File: config.mk
export PLATFORM = sky130hd
export DESIGN_NAME = tile_decode_flat
export DESIGN_NICKNAME = d
export VERILOG_FILES = /design/src/verilog/slim_mac_pkg.sv /design/src/verilog/tile_issue_if.sv /design/src/verilog/tile_decode.sv /design/src/flat_wrapper.sv
export SDC_FILE = /design/constraint.sdc
export NUM_CORES = 1
export LEC_CHECK = 0
export ABC_AREA = 1
export BUFFER_PORTS_ARGS = -buffer_cell sky130_fd_sc_hd__buf_2
export CAP_MARGIN = 20
export CELL_PAD_IN_SITES_DETAIL_PLACEMENT = 1
export CELL_PAD_IN_SITES_GLOBAL_PLACEMENT = 2
export CORE_MARGIN = 2
export CORE_UTILIZATION = 35
export DETAILED_ROUTE_END_ITERATION = 8
export GPL_TIMING_DRIVEN = 0
export PLACE_DENSITY_LB_ADDON = 0.1
export SKIP_CTS_REPAIR_TIMING = 1
export SYNTH_ARGS = -nofsm -noshare
export SYNTH_HDL_FRONTEND = slang
export SYNTH_SLANG_ARGS = --single-unit
File: constraint.sdc
create_clock -name clk -period 1.8 [get_ports clk]
set_input_delay 0.27 -clock clk [delete_from_list [all_inputs] [get_ports clk]]
set_output_delay 0.27 -clock clk [all_outputs]
set_load 0.02 [all_outputs]
File: src/verilog/slim_mac_pkg.sv
// =========================================================================
// shared types and default sizes for the tile MAC engine
// the top level takes its parameter defaults from the *_D constants
// =========================================================================
package slim_mac_pkg;

    // job FSM states
    typedef enum logic [1:0] {
        IDLE = 2'd0,
        RUN  = 2'd1,
        DONE = 2'd2
    } state_e;

    // destination of a word on the load port
    typedef enum logic [1:0] {
        LOAD_WEIGHT = 2'd0,
        LOAD_XT     = 2'd1,
        LOAD_BIAS   = 2'd2
    } load_target_e;

    // tile geometry and fixed-point format
    localparam int TILE_SIZE_D  = 4;
    localparam int DATA_WIDTH_D = 16;
    localparam int ACC_WIDTH_D  = 32;
    localparam int FRAC_BITS_D  = 8;

    // job shape
    localparam int N_BANK_D        = 6;
    localparam int TILES_PER_JOB_D = 20;
    localparam int X_GROUP_D       = 5;

endpackage
File: src/verilog/tile_issue_if.sv
// =========================================================================
// per-tile issue bundle, driven by the decoder once per issued tile
// execute and the weight banks only listen, there is no back-pressure
// =========================================================================
interface tile_issue_if #(
    parameter int N_BANK        = 6,
    parameter int TILES_PER_JOB = 20,
    parameter int X_GROUP       = 5
);
    localparam int IDX_W    = (TILES_PER_JOB > 1) ? $clog2(TILES_PER_JOB) : 1;
    localparam int BANK_W   = (N_BANK > 1) ? $clog2(N_BANK) : 1;
    localparam int DEPTH    = (TILES_PER_JOB + N_BANK - 1) / N_BANK;
    localparam int ADDR_W   = (DEPTH > 1) ? $clog2(DEPTH) : 1;
    localparam int XT_DEPTH = (TILES_PER_JOB + X_GROUP - 1) / X_GROUP;
    localparam int XT_W     = (XT_DEPTH > 1) ? $clog2(XT_DEPTH) : 1;

    // one-cycle strobe per tile
    logic              valid;
    logic [IDX_W-1:0]  tile_idx;
    logic [BANK_W-1:0] bank;
    logic [ADDR_W-1:0] bank_addr;
    logic [XT_W-1:0]   xt_idx;

    modport decode  (output valid, tile_idx, bank, bank_addr, xt_idx);
    modport execute (input valid, tile_idx, xt_idx);
    modport store   (input valid, bank, bank_addr);

endinterface

File: src/verilog/tile_decode.sv
// =========================================================================
// job control for the MAC engine
// runs the IDLE/RUN/DONE FSM, issues one tile per cycle with its bank,
// bank row and xt index, and gates the load port to IDLE
// =========================================================================
module tile_decode #(
    parameter int N_BANK        = 6,
    parameter int TILES_PER_JOB = 20,
    parameter int X_GROUP       = 5
) (
    input  logic                       clk,
    input  logic                       rst_n,
    input  logic                       s_tvalid,
    output logic                       s_tready,
    output logic                       m_tvalid,
    input  logic                       m_tready,
    input  logic                       load_en,
    input  slim_mac_pkg::load_target_e load_target,
    output logic                       weight_wr,
    output logic                       xt_wr,
    output logic                       bias_wr,
    tile_issue_if.decode               issue,
    input  logic                       last_result
);
    import slim_mac_pkg::*;

    localparam int IDX_W    = (TILES_PER_JOB > 1) ? $clog2(TILES_PER_JOB) : 1;
    localparam int BANK_W   = (N_BANK > 1) ? $clog2(N_BANK) : 1;
    localparam int DEPTH    = (TILES_PER_JOB + N_BANK - 1) / N_BANK;
    localparam int ADDR_W   = (DEPTH > 1) ? $clog2(DEPTH) : 1;
    localparam int XT_DEPTH = (TILES_PER_JOB + X_GROUP - 1) / X_GROUP;
    localparam int XT_W     = (XT_DEPTH > 1) ? $clog2(XT_DEPTH) : 1;
    localparam int GRP_W    = (X_GROUP > 1) ? $clog2(X_GROUP) : 1;

    state_e            state;
    logic              start_fire;
    logic              load_ok;
    // high while tiles of the current job remain to be issued
    logic              busy;
    logic [IDX_W-1:0]  tile_cnt;
    logic [BANK_W-1:0] bank_cnt;
    logic [ADDR_W-1:0] addr_cnt [N_BANK];
    logic [GRP_W-1:0]  grp_cnt;
    logic [XT_W-1:0]   xt_cnt;

    // ======================================================================
    // handshake and load gating
    // ======================================================================
    // a new job is only taken when the consumer of done is ready too
    assign s_tready   = (state == IDLE) && m_tready;
    assign start_fire = s_tvalid && s_tready;
    assign m_tvalid   = (state == DONE);

    assign load_ok   = load_en && (state == IDLE);
    assign weight_wr = load_ok && (load_target == LOAD_WEIGHT);
    assign xt_wr     = load_ok && (load_target == LOAD_XT);
    assign bias_wr   = load_ok && (load_target == LOAD_BIAS);

    always_ff @(posedge clk or negedge rst_n) begin
        if (!rst_n) begin
            state <= IDLE;
        end else begin
            case (state)
                IDLE:    if (start_fire) state <= RUN;
                // last result seen at the output of bias_result
                RUN:     if (last_result) state <= DONE;
                DONE:    if (m_tready) state <= IDLE;
                default: state <= IDLE;
            endcase
        end
    end

    // ======================================================================
    // tile issue
    // ======================================================================
    always_ff @(posedge clk or negedge rst_n) begin
        if (!rst_n) begin
            busy        <= 1'b0;
            issue.valid <= 1'b0;
            tile_cnt    <= '0;
            bank_cnt    <= '0;
            grp_cnt     <= '0;
            xt_cnt      <= '0;
            for (int b = 0; b < N_BANK; b++) begin
                addr_cnt[b] <= '0;
            end
        end else if (start_fire) begin
            // fresh job clears all bank rows
            busy        <= 1'b1;
            issue.valid <= 1'b0;
            tile_cnt    <= '0;
            bank_cnt    <= '0;
            grp_cnt     <= '0;
            xt_cnt      <= '0;
            for (int b = 0; b < N_BANK; b++) begin
                addr_cnt[b] <= '0;
            end
        end else if (busy) begin
            issue.valid <= 1'b1;
            // only the bank being read moves on
            addr_cnt[bank_cnt] <= addr_cnt[bank_cnt] + 1'b1;
            bank_cnt <= (bank_cnt == BANK_W'(N_BANK - 1)) ? '0 : bank_cnt + 1'b1;
            // xt index steps every X_GROUP tiles
            if (grp_cnt == GRP_W'(X_GROUP - 1)) begin
                grp_cnt <= '0;
                xt_cnt  <= xt_cnt + 1'b1;
            end else begin
                grp_cnt <= grp_cnt + 1'b1;
            end
            tile_cnt <= tile_cnt + 1'b1;
            if (tile_cnt == IDX_W'(TILES_PER_JOB - 1)) begin
                busy <= 1'b0;
            end
        end else begin
            issue.valid <= 1'b0;
        end
    end

    // issue payload qualified by issue.valid
    always_ff @(posedge clk) begin
        if (busy) begin
            issue.tile_idx  <= tile_cnt;
            issue.bank      <= bank_cnt;
            issue.bank_addr <= addr_cnt[bank_cnt];
            issue.xt_idx    <= xt_cnt;
        end
    end

    // each bank holds only the rows of the tiles that map onto it
    a_addr_in_bank: assert property (@(posedge clk) disable iff (!rst_n)
        issue.valid |-> int'(issue.bank_addr) * N_BANK + int'(issue.bank) < TILES_PER_JOB);

    a_issue_in_run: assert property (@(posedge clk) disable iff (!rst_n)
        issue.valid |-> state == RUN);

endmodule

File: src/flat_wrapper.sv
// flat-port wrapper written by rule: the top's interface ports become plain ports
module tile_decode_flat import slim_mac_pkg::*;
#(
    parameter int N_BANK        = 6,
    parameter int TILES_PER_JOB = 20,
    parameter int X_GROUP       = 5
)
  (clk, rst_n, s_tvalid, s_tready, m_tvalid, m_tready, load_en, load_target, weight_wr, xt_wr, bias_wr, last_result, issue_valid, issue_tile_idx, issue_bank, issue_bank_addr, issue_xt_idx);
  tile_issue_if #(.N_BANK(N_BANK), .TILES_PER_JOB(TILES_PER_JOB), .X_GROUP(X_GROUP)) issue_i ();
  input  logic clk;
  input  logic rst_n;
  input  logic s_tvalid;
  output logic s_tready;
  output logic m_tvalid;
  input  logic m_tready;
  input  logic load_en;
  input  slim_mac_pkg::load_target_e load_target;
  output logic weight_wr;
  output logic xt_wr;
  output logic bias_wr;
  input  logic last_result;
  output wire logic [$bits(issue_i.valid)-1:0] issue_valid;
  output wire logic [$bits(issue_i.tile_idx)-1:0] issue_tile_idx;
  output wire logic [$bits(issue_i.bank)-1:0] issue_bank;
  output wire logic [$bits(issue_i.bank_addr)-1:0] issue_bank_addr;
  output wire logic [$bits(issue_i.xt_idx)-1:0] issue_xt_idx;
  assign issue_valid = issue_i.valid;
  assign issue_tile_idx = issue_i.tile_idx;
  assign issue_bank = issue_i.bank;
  assign issue_bank_addr = issue_i.bank_addr;
  assign issue_xt_idx = issue_i.xt_idx;
  tile_decode #(.N_BANK(N_BANK), .TILES_PER_JOB(TILES_PER_JOB), .X_GROUP(X_GROUP)) u_core (.clk(clk), .rst_n(rst_n), .s_tvalid(s_tvalid), .s_tready(s_tready), .m_tvalid(m_tvalid), .m_tready(m_tready), .load_en(load_en), .load_target(load_target), .weight_wr(weight_wr), .xt_wr(xt_wr), .bias_wr(bias_wr), .issue(issue_i), .last_result(last_result));
endmodule
==> impl_results.md <==
* Post-synthesis area per instance at around 9.2 um^2
* H-Tree Depth at 2
* Peak supply drop at roughly 0.50 mV
* Ports at 26
* Flop-to-flop setup slack at approximately 0.26 ns
* Initial core utilization at between 30% and 40%
* Largest net degree at the start of global routing at 30
* Worst r2r path cells at 4
* Period utilisation layout at a little under nine tenths
* Worst r2r src: u_core.busy$_DFF_PN0_
* Row Count at 26
* Die X at 77.84 um
* Critical path origin: u_core.state[0]$_DFFE_PN0P_
* Initial DRC count at about 100
* Vias/cell at a little under 5
* Syn_nets at 218
* Nets@finish at 250
* Global-route wire length before repair at between 8000 and 9000 um
* CP delay by family, top: flip-flops
* Crit path required time at ~1.5 ns
* Status: complete, but fails checks
* Max-Cap Viols at 0
* Fin crit period at 1.553 ns
* WHS at -0.003599 ns
* Share of layout cells above drive strength 1 at a little over a fifth
* Num CTS Buffers at 5
* Max Slew Vio Count at 0
* CP Cell Sequence: nor2_1, nand2_1, nor3_1, buf_2
* Actual slew at the worst max-slew pin at between 0.6 and 0.7 ns
* Slowest cell on the critical path: dfrtp_1
* Detail Route met2 WL at about 2200 um
* Port Buffers at 25
* Worst min path class: in -> async
* Setup WS pre-CTS at between 0.06 and 0.07 ns
* TNS Setup at 0 ns
* Startpoint Class: register
* Die area at about 6100 um^2
* Core ar. at a little over 5000 um^2
* Cell taking the most area after synthesis: dfrtp_1
* CP arrival at 1.28 ns
* WL/cell at 14.88 um
* Fmax at around 640 MHz
* WP buf/inv at 1
* Critical setup path kind: reg -> out
* Critical Path Max Stage Delay at about 0.43 ns
* Initial antenna violation count at 0
* Failing checks: hold timing
* Clk slew on worst S/H paths at 0.09 ns
* Synth Register Bits at 41
* Clock root buffer: clkbuf_8
* CTS sink cnt at 41
* Distinct cells, synth at 28
* Post-DP HPWL at between 3000 and 4000 um
* Netlist Area Pre-Place at 1908 um^2
* Final worst setup slack at approximately 0.25 ns
* Yosys warning total at 0
* Syn Inst Count at about 210
* Setup crit end: xt_wr
* RSZ-0062 raised after global routing: false
* Drc violations at 0
* Endpoints failing setup at 0
* GR Util All Layers at 17.13%
* Vias after detailed routing at 1,521
* DRT met1 WL at around 2200 um
* Final GP Congestion at about 0.76
* Sequential fraction of the synthesis area at roughly 57%
* CTS tree: built
* Ranking of synthesized cells by area: dfrtp_1 (38%), edfxtp_1 (19%), nand2_1 (9.8%)
* CTS Buffer Depth at 2
* Clk_lat worst skew at roughly 0.30 ns
* Total grt overflow at 0
* PwrDens at about 1800 nW/um^2
* Top routing layer used: met4
* Met3 routed WL at ~210 um
* Vias in the first global route at about 1,700
* DRT Wirelength at 4612 um
* Commonest non-fill, non-tap cells in the layout: nand2_1 (50), nand3_1 (31), buf_2 (29)
* Ant. Diodes at 0
* Static Leakage at about 1.2 nW
* Routed Antenna Nets at 0
* Most common cell after layout, fill and taps aside: nand2_1
* Top-area cell type share of the netlist area at roughly two fifths
* Area Overhead vs Synth at 16.13%
* DR pass1 iterations at 4
* Hold Violations, Final at 2
* R2R Path End: u_core.xt_cnt[1]$_DFFE_PN0P_
* CP Max Fanout at 5
* Setup Skew at between 0.009 and 0.01 ns
* Worst slew margin at 54.88%
* Cell count along the critical path at 4
* Crit. End Element: output pin
* Die height at between 70 and 80 um
## worst min-delay path by stage
| stage | endpoint | startpoint | slack, ns | depth (start not counted) |
|---|---|---|---|---|
| after floorplan | u_core.addr_cnt[0]$_DFFE_PN0P_ | rst_n | -0.03 | 0 |
| after global placement | u_core.xt_cnt[1]$_DFFE_PN0P_ | rst_n | 0.35 | 1 |
| after detailed placement | u_core.xt_cnt[0]$_DFFE_PN0P_ | rst_n | 0.36 | 1 |
| after CTS | u_core.xt_cnt[0]$_DFFE_PN0P_ | rst_n | 0.02 | 1 |
| after global routing | u_core.xt_cnt[0]$_DFFE_PN0P_ | rst_n | 0.05 | 1 |
| final | u_core.xt_cnt[0]$_DFFE_PN0P_ | rst_n | -0.004 | 1 |
## metal layers
metal / vias up / track usage (%)
li1: 744 / -
met1: 734 / 22.01
met2: 36 / 28.79
met3: 7 / 3.837
met4: 0 / 5.000
met5: - / 0
## final cells by class
type,count,area (um^2)
Buffer,7,50.05
Clock buffer,5,68.82
Clock inverter,3,25.02
Fill cell,624,2957
Inverter,22,82.58
Multi-Input combinational cell,137,689.4
Sequential cell,41,1087
Tap cell,70,87.58
Timing Repair Buffer,25,125.1
## per-stage QoR
stage | area (um^2) | utilization (%) | power [mW] | instances
after global placement | 2121 | 41.00 | 3.270 | 302
after global routing | 2216 | 42.84 | 4.297 | 310
after floorplan | 1908 | - | 2.830 | 207
after detailed placement | 2121 | 41.00 | 3.345 | 302
after CTS | 2215 | 42.82 | 4.004 | 310
final | 2216 | 42.84 | 3.955 | 310
## power breakdown
| part | total (mW) | switching [mW] | internal (mW) |
|---|---|---|---|
| sequential | 1.62 | 0.236 | 1.39 |
| clock | 0.640 | 0.360 | 0.280 |
| combinational | 1.69 | 1.11 | 0.578 |
| total | 3.95 | 1.71 | 2.25 |
## cell usage after synthesis
cell      instances
a21oi_1           6
a22o_1            1
a31oi_1           1
a41oi_1           1
and3_1            1
buf_2             4
buf_4             1
buf_6             2
dfrtp_1          29
edfxtp_1         12
ha_1              3
inv_1            21
inv_2             1
nand2_1          50
nand2_2           1
nand2_4           2
nand3_1          31
nand3_2           2
nand4_1           4
nor2_1           14
nor2_2            1
nor2_8            1
nor3_1            5
nor3b_1           1
o21ai_0           9
o22ai_1           1
or2_1             1
or2_2             1
## registers in the layout, summed over array words and instances (netlist names)
name / cells
u_core.addr_cnt: 12
u_core.issue.tile_idx: 5
u_core.tile_cnt: 5
u_core.bank_cnt: 3
u_core.grp_cnt: 3
u_core.issue.bank: 3
u_core.issue.bank_addr: 2
u_core.issue.xt_idx: 2
u_core.state: 2
u_core.xt_cnt: 2
u_core.busy: 1
u_core.issue.valid: 1
## worst register-to-register path, cell delays in order, from the launching register on
cell,delay (ns)
dfrtp_2,0.58
buf_2,0.31
nand3_1,0.17
o21ai_0,0.25
o21ai_0,0.12
## kinds of logic (layout without fill, tap and decap cells)
| logic type | after synthesis | count (layout) | synth area share, % |
|---|---|---|---|
| compound gates | 19 | 19 | 5.509 |
| fa+ha+maj | 3 | 3 | 1.967 |
| simple gates | 115 | 115 | 28.66 |
| buf+inv | 29 | 62 | 6.951 |
| flops | 41 | 41 | 56.92 |
Power figures use the tool's default switching activity.
