===== src/verilog/bias_result.sv =====
// =========================================================================
// output stage, drops FRAC_BITS from each lane sum, truncates to
// DATA_WIDTH and adds the bias vector of the tile
// flags the final tile of the job on last_out
// =========================================================================
module bias_result #(
    parameter int  TILE_SIZE     = 4,
    parameter int  DATA_WIDTH    = 16,
    parameter int  ACC_WIDTH     = 32,
    parameter int  FRAC_BITS     = 8,
    parameter int  TILES_PER_JOB = 20,
    localparam int IDX_W         = (TILES_PER_JOB > 1) ? $clog2(TILES_PER_JOB) : 1
) (
    input  logic                                   clk,
    input  logic                                   rst_n,
    input  logic                                   bias_wr,
    input  logic [IDX_W-1:0]                       load_addr,
    input  logic [TILE_SIZE*TILE_SIZE*DATA_WIDTH-1:0] load_data,
    input  logic                                   sum_valid,
    input  logic [IDX_W-1:0]                       sum_tile,
    input  logic [TILE_SIZE*ACC_WIDTH-1:0]         sum_vec,
    output logic                                   result_valid,
    output logic [IDX_W-1:0]                       result_tile,
    output logic [TILE_SIZE*DATA_WIDTH-1:0]        result_vec,
    output logic                                   last_out
);
    localparam int VEC_W = TILE_SIZE * DATA_WIDTH;

    logic [VEC_W-1:0]            bias_mem [TILES_PER_JOB];
    logic [VEC_W-1:0]            bias_vec;
    logic signed [ACC_WIDTH-1:0] shifted [TILE_SIZE];

    always_ff @(posedge clk) begin
        if (bias_wr && int'(load_addr) < TILES_PER_JOB) begin
            bias_mem[load_addr] <= load_data[VEC_W-1:0];
        end
    end

    assign bias_vec = bias_mem[sum_tile];

    // arithmetic shift keeps the sign of the lane sum
    always_comb begin
        for (int i = 0; i < TILE_SIZE; i++) begin
            shifted[i] = $signed(sum_vec[i*ACC_WIDTH +: ACC_WIDTH]) >>> FRAC_BITS;
        end
    end

    // add wraps modulo 2^DATA_WIDTH
    always_ff @(posedge clk) begin
        if (sum_valid) begin
            for (int i = 0; i < TILE_SIZE; i++) begin
                result_vec[i*DATA_WIDTH +: DATA_WIDTH] <= shifted[i][DATA_WIDTH-1:0]
                                                        + bias_vec[i*DATA_WIDTH +: DATA_WIDTH];
            end
            result_tile <= sum_tile;
        end
    end

    always_ff @(posedge clk or negedge rst_n) begin
        if (!rst_n) begin
            result_valid <= 1'b0;
            last_out     <= 1'b0;
        end else begin
            result_valid <= sum_valid;
            last_out     <= sum_valid && (sum_tile == IDX_W'(TILES_PER_JOB - 1));
        end
    end

    // results of one job leave back to back and in tile order
    a_tile_order: assert property (@(posedge clk) disable iff (!rst_n)
        result_valid && !last_out |=> result_valid && result_tile == $past(result_tile) + 1'b1);

endmodule


===== config.mk =====
export PLATFORM = sky130hd
export DESIGN_NAME = bias_result
export DESIGN_NICKNAME = d
export VERILOG_FILES = /design/src/verilog/bias_result.sv
export SDC_FILE = /design/constraint.sdc
export NUM_CORES = 1
export LEC_CHECK = 0
export BUFFER_PORTS_ARGS = -buffer_cell sky130_fd_sc_hd__buf_2
export CELL_PAD_IN_SITES_DETAIL_PLACEMENT = 0
export CELL_PAD_IN_SITES_GLOBAL_PLACEMENT = 1
export CORE_MARGIN = 1
export CORE_UTILIZATION = 40
export CTS_CLUSTER_DIAMETER = 80
export CTS_CLUSTER_SIZE = 24
export DETAILED_ROUTE_END_ITERATION = 8
export PLACE_DENSITY = 0.63
export SLEW_MARGIN = 25
export SYNTH_ARGS = -nofsm -noshare
export SYNTH_HDL_FRONTEND = slang
export SYNTH_SLANG_ARGS = --single-unit

===== constraint.sdc =====
create_clock -name clk -period 8.75 [get_ports clk]
set_input_delay 0.4375 -clock clk [delete_from_list [all_inputs] [get_ports clk]]
set_output_delay 0.4375 -clock clk [all_outputs]
set_load 0.1 [all_outputs]

==> results of run 1 <==
## synth_stat cells (3+ instances only)
cell	number	share of area, %
edfxtp_1	1349	76
mux4_2	380	16
ha_1	60	1.4
mux2_2	60	1.3
buf_2	50	0.47
nor2_1	47	0.33
xnor2_1	41	0.67
o21ai_0	33	0.31
a21oi_1	29	0.27
a21o_1	27	0.38
inv_1	27	0.19
clkbuf_1	18	0.13
nor3_1	17	0.16
buf_4	15	0.21
nand2_1	15	0.11
mux2i_1	13	0.24
xor2_1	13	0.21
buf_1	9	0.063
o211ai_1	9	0.13
a211oi_1	7	0.099
a31oi_1	7	0.082
nand2b_1	7	0.082
nor2b_1	7	0.082
o21a_1	7	0.099
and4_1	6	0.099
o21bai_1	6	0.084
nand3_1	5	0.047
o31a_1	5	0.082
fa_1	4	0.15
nand4_1	4	0.047
o41ai_1	4	0.066
buf_6	3	0.063
o211a_1	3	0.056
## what timing repair did
action | 4_1_cts | 5_1_grt
hold buffers | 1 | 0
gates resized for setup | 0 | 0
hold endpoints to repair | 2 | 0
## worst paths after layout
check,to,slack (ps),depth (start not counted),startpoint
setup / recovery,result_vec[13],3910,13,sum_tile[0]
hold / removal,result_vec[0],80,2,sum_vec[8]
setup reg to reg,result_vec[13],4560,11,bias_mem[15][1]
hold reg to reg,result_vec[48],900,3,bias_mem[17][48]
max in group asynchronous,last_out,8570,2,rst_n
min in group asynchronous,result_valid,90,2,rst_n
## metrics by stage
stage	cell area [µm²]	total power, W	hold WS, ps
global route	59000	0.0129	44.8
finish	59100	0.0125	76.8
global placement	56700	0.00887	223
floorplan	53300	0.00852	142
CTS	59000	0.0126	27.1
detailed placement	56800	0.00890	225
## power breakdown
part,internal (W),switching (W),total (W)
sequential,0.00727,0.0000296,0.00730
clock,0.00172,0.00204,0.00377
combinational,0.000451,0.000984,0.00144
## state kept, by name (all words and copies together), names as in the netlist
signal,flops
last_out,1
result_vec,64
result_tile,5
bias_mem,1280
result_valid,1
## logic make-up (layout without fill, tap and decap cells)
| group | after synthesis | in the layout |
|---|---|---|
| AND/OR/NAND/NOR | 114 | 114 |
| AO/OA/AOI/OAI | 145 | 145 |
| adder cells (fa/ha/maj) | 64 | 64 |
| other | 0 | 4 |
| buffers and inverters | 122 | 405 |
| XOR/XNOR | 54 | 54 |
| flip-flops | 1351 | 1351 |
| multiplexers | 453 | 453 |
## cell type report
| type | instances | area, µm² |
|---|---|---|
| fillers | 11100 | 72700 |
| flip-flops and latches | 1351 | 40600 |
| multi-input cells | 830 | 12300 |
| well taps | 1755 | 2200 |
| clock buffers | 81 | 1920 |
| repair buffers | 276 | 1660 |
| clock inverters | 21 | 295 |
| inverters | 27 | 101 |
| diodes | 4 | 10.0 |
## per-layer routing
layer	share of wire [%]	wire [µm]
met1	44	54700
met2	49	60400
met3	5.5	6790
met4	1.7	2120
met5	0.12	153
==> metrics.txt, run 1 <==
Synth Area in Adders=roughly 1.6%; Max clock buf depth=3; startpoint class of the critical path=input pin; vias per cell=roughly 5.6; synth-to-layout area growth=10.7%; main combinational cell family by area after synthesis=multiplexers; Setup-failing EPs final=0; PD cells=212 mW/mm²; DP HPWL=66400 µm; Die W=367 µm; EDFF count, synth=1349; Die ar.=0.135 mm²; row count=133; Routed Antenna Nets=0; status=finished clean; final wirelength=124000 µm; async set or reset register ratio after synthesis=less than 1%; total number of vias=~25000; Yosys cell types=45; final period utilization=a little under three fifths; Inserted Clock Buffers=71; M1 GR Usage=26.4%; FF+latch count, synth=between 1000 and 1500; Pleak=18.7 nW; Setup Skew=32.3 ps; aggregate global-route resource usage=18.5%; setup_tns=0 ps; Starting DRT DRC Count=approximately 2300; vias in the first global route=26000; CP max stage cell=mux4_2; Worst path max stage delay=around 580 ps; Final nets=3019; critical path's top delay family=multiplexers; ys flop type=edfxtp_1; routing usage on met3=2.94%; clk root buf=clkbuf_16; crit path buf inv count=3; data arrival time of the critical path=5260 ps; Max Freq=0.206 GHz; crit-path max FO=53; first-pass GRT wire length=approximately 180000 µm; worst slack, placed=3170 ps; Period minus WS final=4840 ps; CTS tree=yes; mux contribution to synthesized area=17.6%; final core utilization=around 45%; number of H-tree levels=3; I/O Buffers=roughly 210; Post-Synthesis Cells=approximately 2300; first-pass iteration count of the detailed router=5; Hold/Removal Path Class=in -> reg; register area share after synthesis=76.0%; crit path cell chain=buf_8 > buf_4 > mux4_2 > mux4_2 > mux2i_1 > inv_1 > ha_1 > a211oi_1 > o21ai_0 > o2111ai_1 > a211oi_1 > mux2i_1 > nand2_1; crit end category=flop; RSZ-0062 raised after global routing=false; Synth Area in XOR/XNOR=0.887%; WL per Instance=around 29 µm; syn_nets=2765; Peak VDD IR=just under 0.2 mV; commonest non-fill, non-tap cell in the layout=edfxtp_1; share of cells above drive strength 1=32.1%; routability cong.=0.765; DRC=0; clock slew at reported path FFs=100 ps; CP Class=in -> reg; worst slew pin tran=1040 ps; most used routing layer=met2; number of I/O pins=469; gr ovfl total=0; Mean Syn Cell Area=23.2 µm²; CP required=around 9000 ps; Pins Over Slew Limit=0; global routing usage on met2=30.1%; die extent in y=367 µm; CTS Sinks=1351; Hold Vio Cnt, Final=0; total of max-cap violations=0; Core Region=0.132 mm²; initial core utilization=40.5%; initial antenna violation count=23; Synth Area in Compound Gates=1.79%; worst skew pair latency=670 ps; Max-slew headroom=30.4%; post-CTS setup buffers=0; non-filler cells, final=roughly 4300; final worst slack=3910 ps; post-synthesis simple-gate area fraction=slightly above 1%; most frequent cells in the layout=edfxtp_1 (1349), mux4_2 (380), buf_2 (206); pin count of the biggest net entering global routing=110; area of the mapped netlist=between 0.05 and 0.06 mm²; dpl cells=4238; synth warn=0
Note: power is estimated with default switching activity, not from simulation.
==> run 2: changes to the inputs <==
clock period = 4.9 ns   (was 8.75 ns; I/O delays follow)
==> run 2 against run 1 <==
Total power increased by 80%. Non-clock buffer count increased by 109. Clock power is 80% higher. First-iteration DRC count is essentially flat. Final cell count rose by 2.5%. Core utilization grew 1.1 points. Die area unchanged. Critical path type unchanged. Critical endpoint is now result_vec[31]. Largest power group unchanged.
==> metrics.txt, run 2 (synthesis results as in run 1) <==
vias in the first global route=26100; Top reg by flops=bias_mem; Die ar.=approximately 0.13 mm²; total of max-cap violations=0; final worst slack=586 ps; aggregate global-route resource usage=18.3%; Filler cells=~11000; total number of vias=between 20000 and 25000; Max Freq=0.232 GHz; DRC=0; Setup Skew=approximately 32 ps; crit-path max FO=21; biggest regs=bias_mem: 1280 flops, result_vec: 64 flops, result_tile: 5 flops; share of cells above drive strength 1=approximately 32%; Inserted Clock Buffers=73; Period minus WS final=4310 ps; Die W=367 µm; Max clock buf depth=3; vias per cell=approximately 5.5; first-pass GRT wire length=around 180000 µm; die extent in y=367 µm; routability cong.=just under 0.8; Final nets=around 3100; CTS Sinks=1351; row count=133; final period utilization=88.0%; worst slack, placed=-92.1 ps; clk root buf=clkbuf_16; CP required=5320 ps; CP Class=in -> reg; setup_tns=0 ps; initial core utilization=around two fifths; final core utilization=a little under half; clock slew at reported path FFs=100 ps; number of H-tree levels=3; crit path cell chain=dlygate4sd3_1 > buf_6 > buf_4 > mux4_2 > mux2i_1 > buf_4 > inv_1 > ha_1 > a211oi_1 > o211a_1 > o21ai_0 > nand2_1 > o21ai_0 > buf_4 > xnor2_1; Worst path max stage delay=between 600 and 700 ps; pin count of the biggest net entering global routing=65; CP most frequent cell=buf_4; ANT cells=0; worst slew pin tran=roughly 1000 ps; gr ovfl total=0; DP HPWL=just under 70000 µm; CTS tree=yes; Peak VDD IR=0.271 mV; Hold/Removal Path Class=in -> reg; worst skew pair latency=670 ps; crit end category=flop; initial antenna violation count=8; post-CTS resize count=0; Pleak=19.3 nW; Net Sw Frac=24.7%; WL per Instance=about 28 µm; CP max stage cell=o21ai_0; PD cells=about 370 mW/mm²; Sequential Power Share=57.9%; Core Region=0.132 mm²; Switch Pwr=0.00555 W; number of I/O pins=approximately 470; worst setup path startpoint=sum_tile[2]; Fin Hold WS=59.6 ps; total power=0.0225 W; final wirelength=around 120000 µm; Hold Vio Cnt, Final=0; HP Start=sum_vec[54]; first-pass iteration count of the detailed router=5; Clk network pwr share=30.2%; Setup-failing EPs final=0; I/O Buffers=212; commonest non-fill, non-tap cell in the layout=edfxtp_1; RSZ-0062 raised after global routing=false; startpoint class of the critical path=input pin; synth-to-layout area growth=13.4%; status=finished clean; Reg-to-Reg Start=bias_mem[10][18]; Pins Over Slew Limit=0; data arrival time of the critical path=4730 ps; max reg flops=1280; Starting DRT DRC Count=2265; Routed Antenna Nets=0; internal power=0.0170 W; combinational share of power=11.9%; Max-slew headroom=32.1%; most frequent cells in the layout=edfxtp_1 (1349), mux4_2 (380), buf_2 (206)
run 2: changes by cell type in the layout (fill, tap and decap cells not counted), moves of 2 or more:
cell | previous run | this run
buf_12 | 5 | 30
buf_4 | 60 | 69
bufinv_16 | 4 | 2
clkbuf_1 | 4 | 2
clkbuf_16 | 75 | 79
clkbuf_8 | 2 | 0
clkinv_4 | 0 | 2
diode_2 | 4 | 0
dlygate4sd3_1 | 1 | 74
nor3_2 | 5 | 0
nor3_4 | 0 | 5
run 2: worst paths after layout:
path	to	slack [ps]	cells after the start
max	result_vec[31]	590	15
max reg2reg	result_vec[31]	800	11
min	result_vec[30]	60	3
min reg2reg	result_vec[32]	890	3
min in group asynchronous	last_out	430	3
max in group asynchronous	result_valid	4350	3
run 2: final cells by class:
class / instances / area (µm²) / area share [%]
Sequential cell: 1351 / 40600 / 67.1
Multi-Input combinational cell: 830 / 12300 / 20.4
Timing Repair Buffer: 385 / 3000 / 4.96
Tap cell: 1755 / 2200 / 3.63
Clock buffer: 81 / 1980 / 3.28
Clock inverter: 24 / 294 / 0.486
Inverter: 27 / 101 / 0.168
run 2: timing repair:
item                       in CTS  in global routing
hold buffers                   74                  0
buffers inserted                0                  0
setup endpoints to repair       0                  0
hold endpoints to repair     1290                  0
run 2: per-layer routing:
metal  global-route usage (%)  wire (µm)  vias up
met3                     2.48       5450      132
met5                        0         45        -
met2                     29.8      59600      604
met1                     26.6      55200    13400
li1                         -          -    10500
met4                     3.57       2200        6
run 2: critical path: cells and delay by family:
| kind | cells | cell delay (ps) |
|---|---|---|
| multiplexers | 2 | 730 |
| adder cells (fa/ha/maj) | 1 | 280 |
| AO/OA/AOI/OAI | 4 | 1260 |
| AND/OR/NAND/NOR | 1 | 140 |
| buffers and inverters | 6 | 1920 |
| XOR/XNOR | 1 | 90 |
run 2: power groups by stage:
stage               Combinational [W]  Sequential [W]  Clock (W)
floorplan                     0.00111          0.0141          0
global placement              0.00261          0.0133          0
detailed placement            0.00266          0.0133          0
CTS                           0.00272          0.0130    0.00700
global route                  0.00286          0.0131    0.00735
finish                        0.00268          0.0130    0.00679
run 2: metrics by stage:
stage | instances | instance area, µm²
after CTS | 4453 | 60500
after floorplan | 2303 | 53400
final | 4453 | 60500
after global placement | 4270 | 57400
after global routing | 4453 | 60500
after detailed placement | 4274 | 57500
==> run 3: changes to the inputs <==
CORE_UTILIZATION = 50   (was 40)
PLACE_DENSITY = 0.76   (was 0.63)
==> run 3 against run 2 <==
Final cell count fell by 8.9%. Design area fell by 1.4%. Highest routed layer unchanged. Largest power group unchanged. The run now ends with design-rule violations left. Wire length fell by 5.3%. Clock skew barely moved.
==> metrics.txt, run 3 (synthesis results as in run 1) <==
I/O Buffers=approximately 210; number of H-tree levels=3; Peak VDD IR=0.277 mV; R2R Setup Slk=970 ps; RSZ-0062 raised after global routing=false; Pins Over Slew Limit=0; Setup-failing EPs final=0; startpoint class of the critical path=input pin; Die W=329 µm; Switch Pwr=0.00530 W; Worst path max stage delay=570 ps; pin count of the biggest net entering global routing=65; Reg2Reg Depth=10; data arrival time of the critical path=4960 ps; Hold Vio Cnt, Final=0; WL per Instance=28.6 µm; initial antenna violation count=6; total of max-cap violations=0; CP Class=in -> reg; die extent in y=between 300 and 400 µm; Inserted Clock Buffers=69; number of I/O pins=469; CTS tree=yes; crit path cell chain=dlygate4sd3_1 > buf_8 > buf_12 > buf_4 > mux4_2 > mux4_2 > mux2i_1 > buf_4 > inv_1 > ha_1 > a211oi_1 > o211a_1 > o21ai_0 > nand2_1 > o21ai_0 > buf_4 > xnor2_1; worst slew pin tran=1050 ps; Worst Hold End=bias_mem[8][44]; first-pass iteration count of the detailed router=9; failing checks=design-rule violations; area occupied by multi-input gates=~0.012 mm²; status=complete, but fails checks; most frequent cells in the layout=edfxtp_1 (1349), mux4_2 (380), buf_2 (206); CTS Sinks=1351; Max-slew headroom=~30%; HP Start=load_data[44]; crit end category=flop; Max clock buf depth=3; Reg-to-Reg Start=bias_mem[11][3]; routability cong.=0.818; row count=~120; final wirelength=about 120000 µm; vias per cell=6.12; biggest regs=bias_mem: 1280 flops, result_vec: 64 flops, result_tile: 5 flops; Routed Antenna Nets=0; DRC=19; vias in the first global route=25800; CP most frequent cell=buf_4; final core utilization=56.5%; clk root buf=clkbuf_16; internal power=between 0.015 and 0.02 W; Top reg by flops=bias_mem; total power=0.0220 W; Period minus WS final=4540 ps; FF+latch area=0.0406 mm²; Max Freq=0.220 GHz; non-filler cells, final=between 4000 and 5000; setup_tns=0 ps; CP required=5320 ps; r2r endpoint=result_vec[13]; initial core utilization=about half; post-CTS setup buffers=0; Final nets=3112; DP HPWL=63000 µm; share of cells above drive strength 1=31.6%; Net Sw Frac=24.1%; post-route design area=between 0.05 and 0.06 mm²; max reg flops=1280; Setup Skew=31.9 ps; total number of vias=24800; Pleak=19.1 nW; PD cells=369 mW/mm²; combinational share of power=12.0%; first-pass GRT wire length=170000 µm; synth-to-layout area growth=11.8%; commonest non-fill, non-tap cell in the layout=edfxtp_1; Area after DPL=0.0569 mm²; Core Region=0.106 mm²; dpl cells=between 3000 and 4000; crit-path max FO=22; aggregate global-route resource usage=21.9%; WHS Path Cells=1; Hold/Removal Path Class=in -> reg; worst skew pair latency=660 ps; gr ovfl total=0; Clk network pwr share=28.8%; Filler cells=7619; final period utilization=92.7%; CP max stage cell=dlygate4sd3_1; Die ar.=0.108 mm²; Sequential Power Share=59.2%; Starting DRT DRC Count=2877; clock slew at reported path FFs=90 ps
[run 3: area by class of cell]
class,count,area share [%]
diodes,1,0.00420
repair buffers,371,4.82
inverters,27,0.170
clock buffers,73,3.06
clock inverters,14,0.321
well taps,1391,2.92
flip-flops and latches,1351,68.0
multi-input cells,830,20.7
[run 3: worst max-delay path: cells and delay by family]
family                   cells  cell delay, ps
AO/OA/AOI/OAI                4            1010
XOR/XNOR                     1              80
adder cells (fa/ha/maj)      1             300
buffers and inverters        7            1920
multiplexers                 3            1200
AND/OR/NAND/NOR              1             130
[run 3: repair_timing]
action,4_1_cts,5_1_grt
gates resized for setup,0,0
hold endpoints to repair,1268,0
hold buffers,73,0
[run 3: stage by stage]
| stage | setup WS (ps) | hold WS (ps) |
|---|---|---|
| 4_1_cts | 323 | 0.687 |
| 2_1_floorplan | 1110 | -50.6 |
| 6_report | 357 | 37.4 |
| 5_1_grt | 107 | 20.2 |
| 3_5_place_dp | 248 | 31.0 |
| 3_3_place_gp | 269 | 30.1 |
[run 3: routing by layer]
metal  global-route usage (%)  share of wire, %
met3                     3.52               7.3
met2                     35.5                49
met5                        0             0.039
met1                     31.8                42
met4                     4.38               1.5
[run 3: power groups by stage]
stage	clock network (W)	registers (W)	logic (W)
6_report	0.00636	0.0130	0.00264
5_1_grt	0.00683	0.0131	0.00281
4_1_cts	0.00648	0.0130	0.00266
3_5_place_dp	0	0.0133	0.00260
3_3_place_gp	0	0.0133	0.00255
2_1_floorplan	0	0.0141	0.00111
[run 3: worst max path at each step]
stage                     start               to  slack (ps)
finish              sum_tile[0]   result_vec[31]         360
global route        sum_tile[0]   result_vec[31]         110
CTS                 sum_tile[0]   result_vec[31]         320
detailed placement  sum_tile[0]   result_vec[31]         250
global placement    sum_tile[0]   result_vec[31]         270
floorplan               bias_wr  bias_mem[18][0]        1110
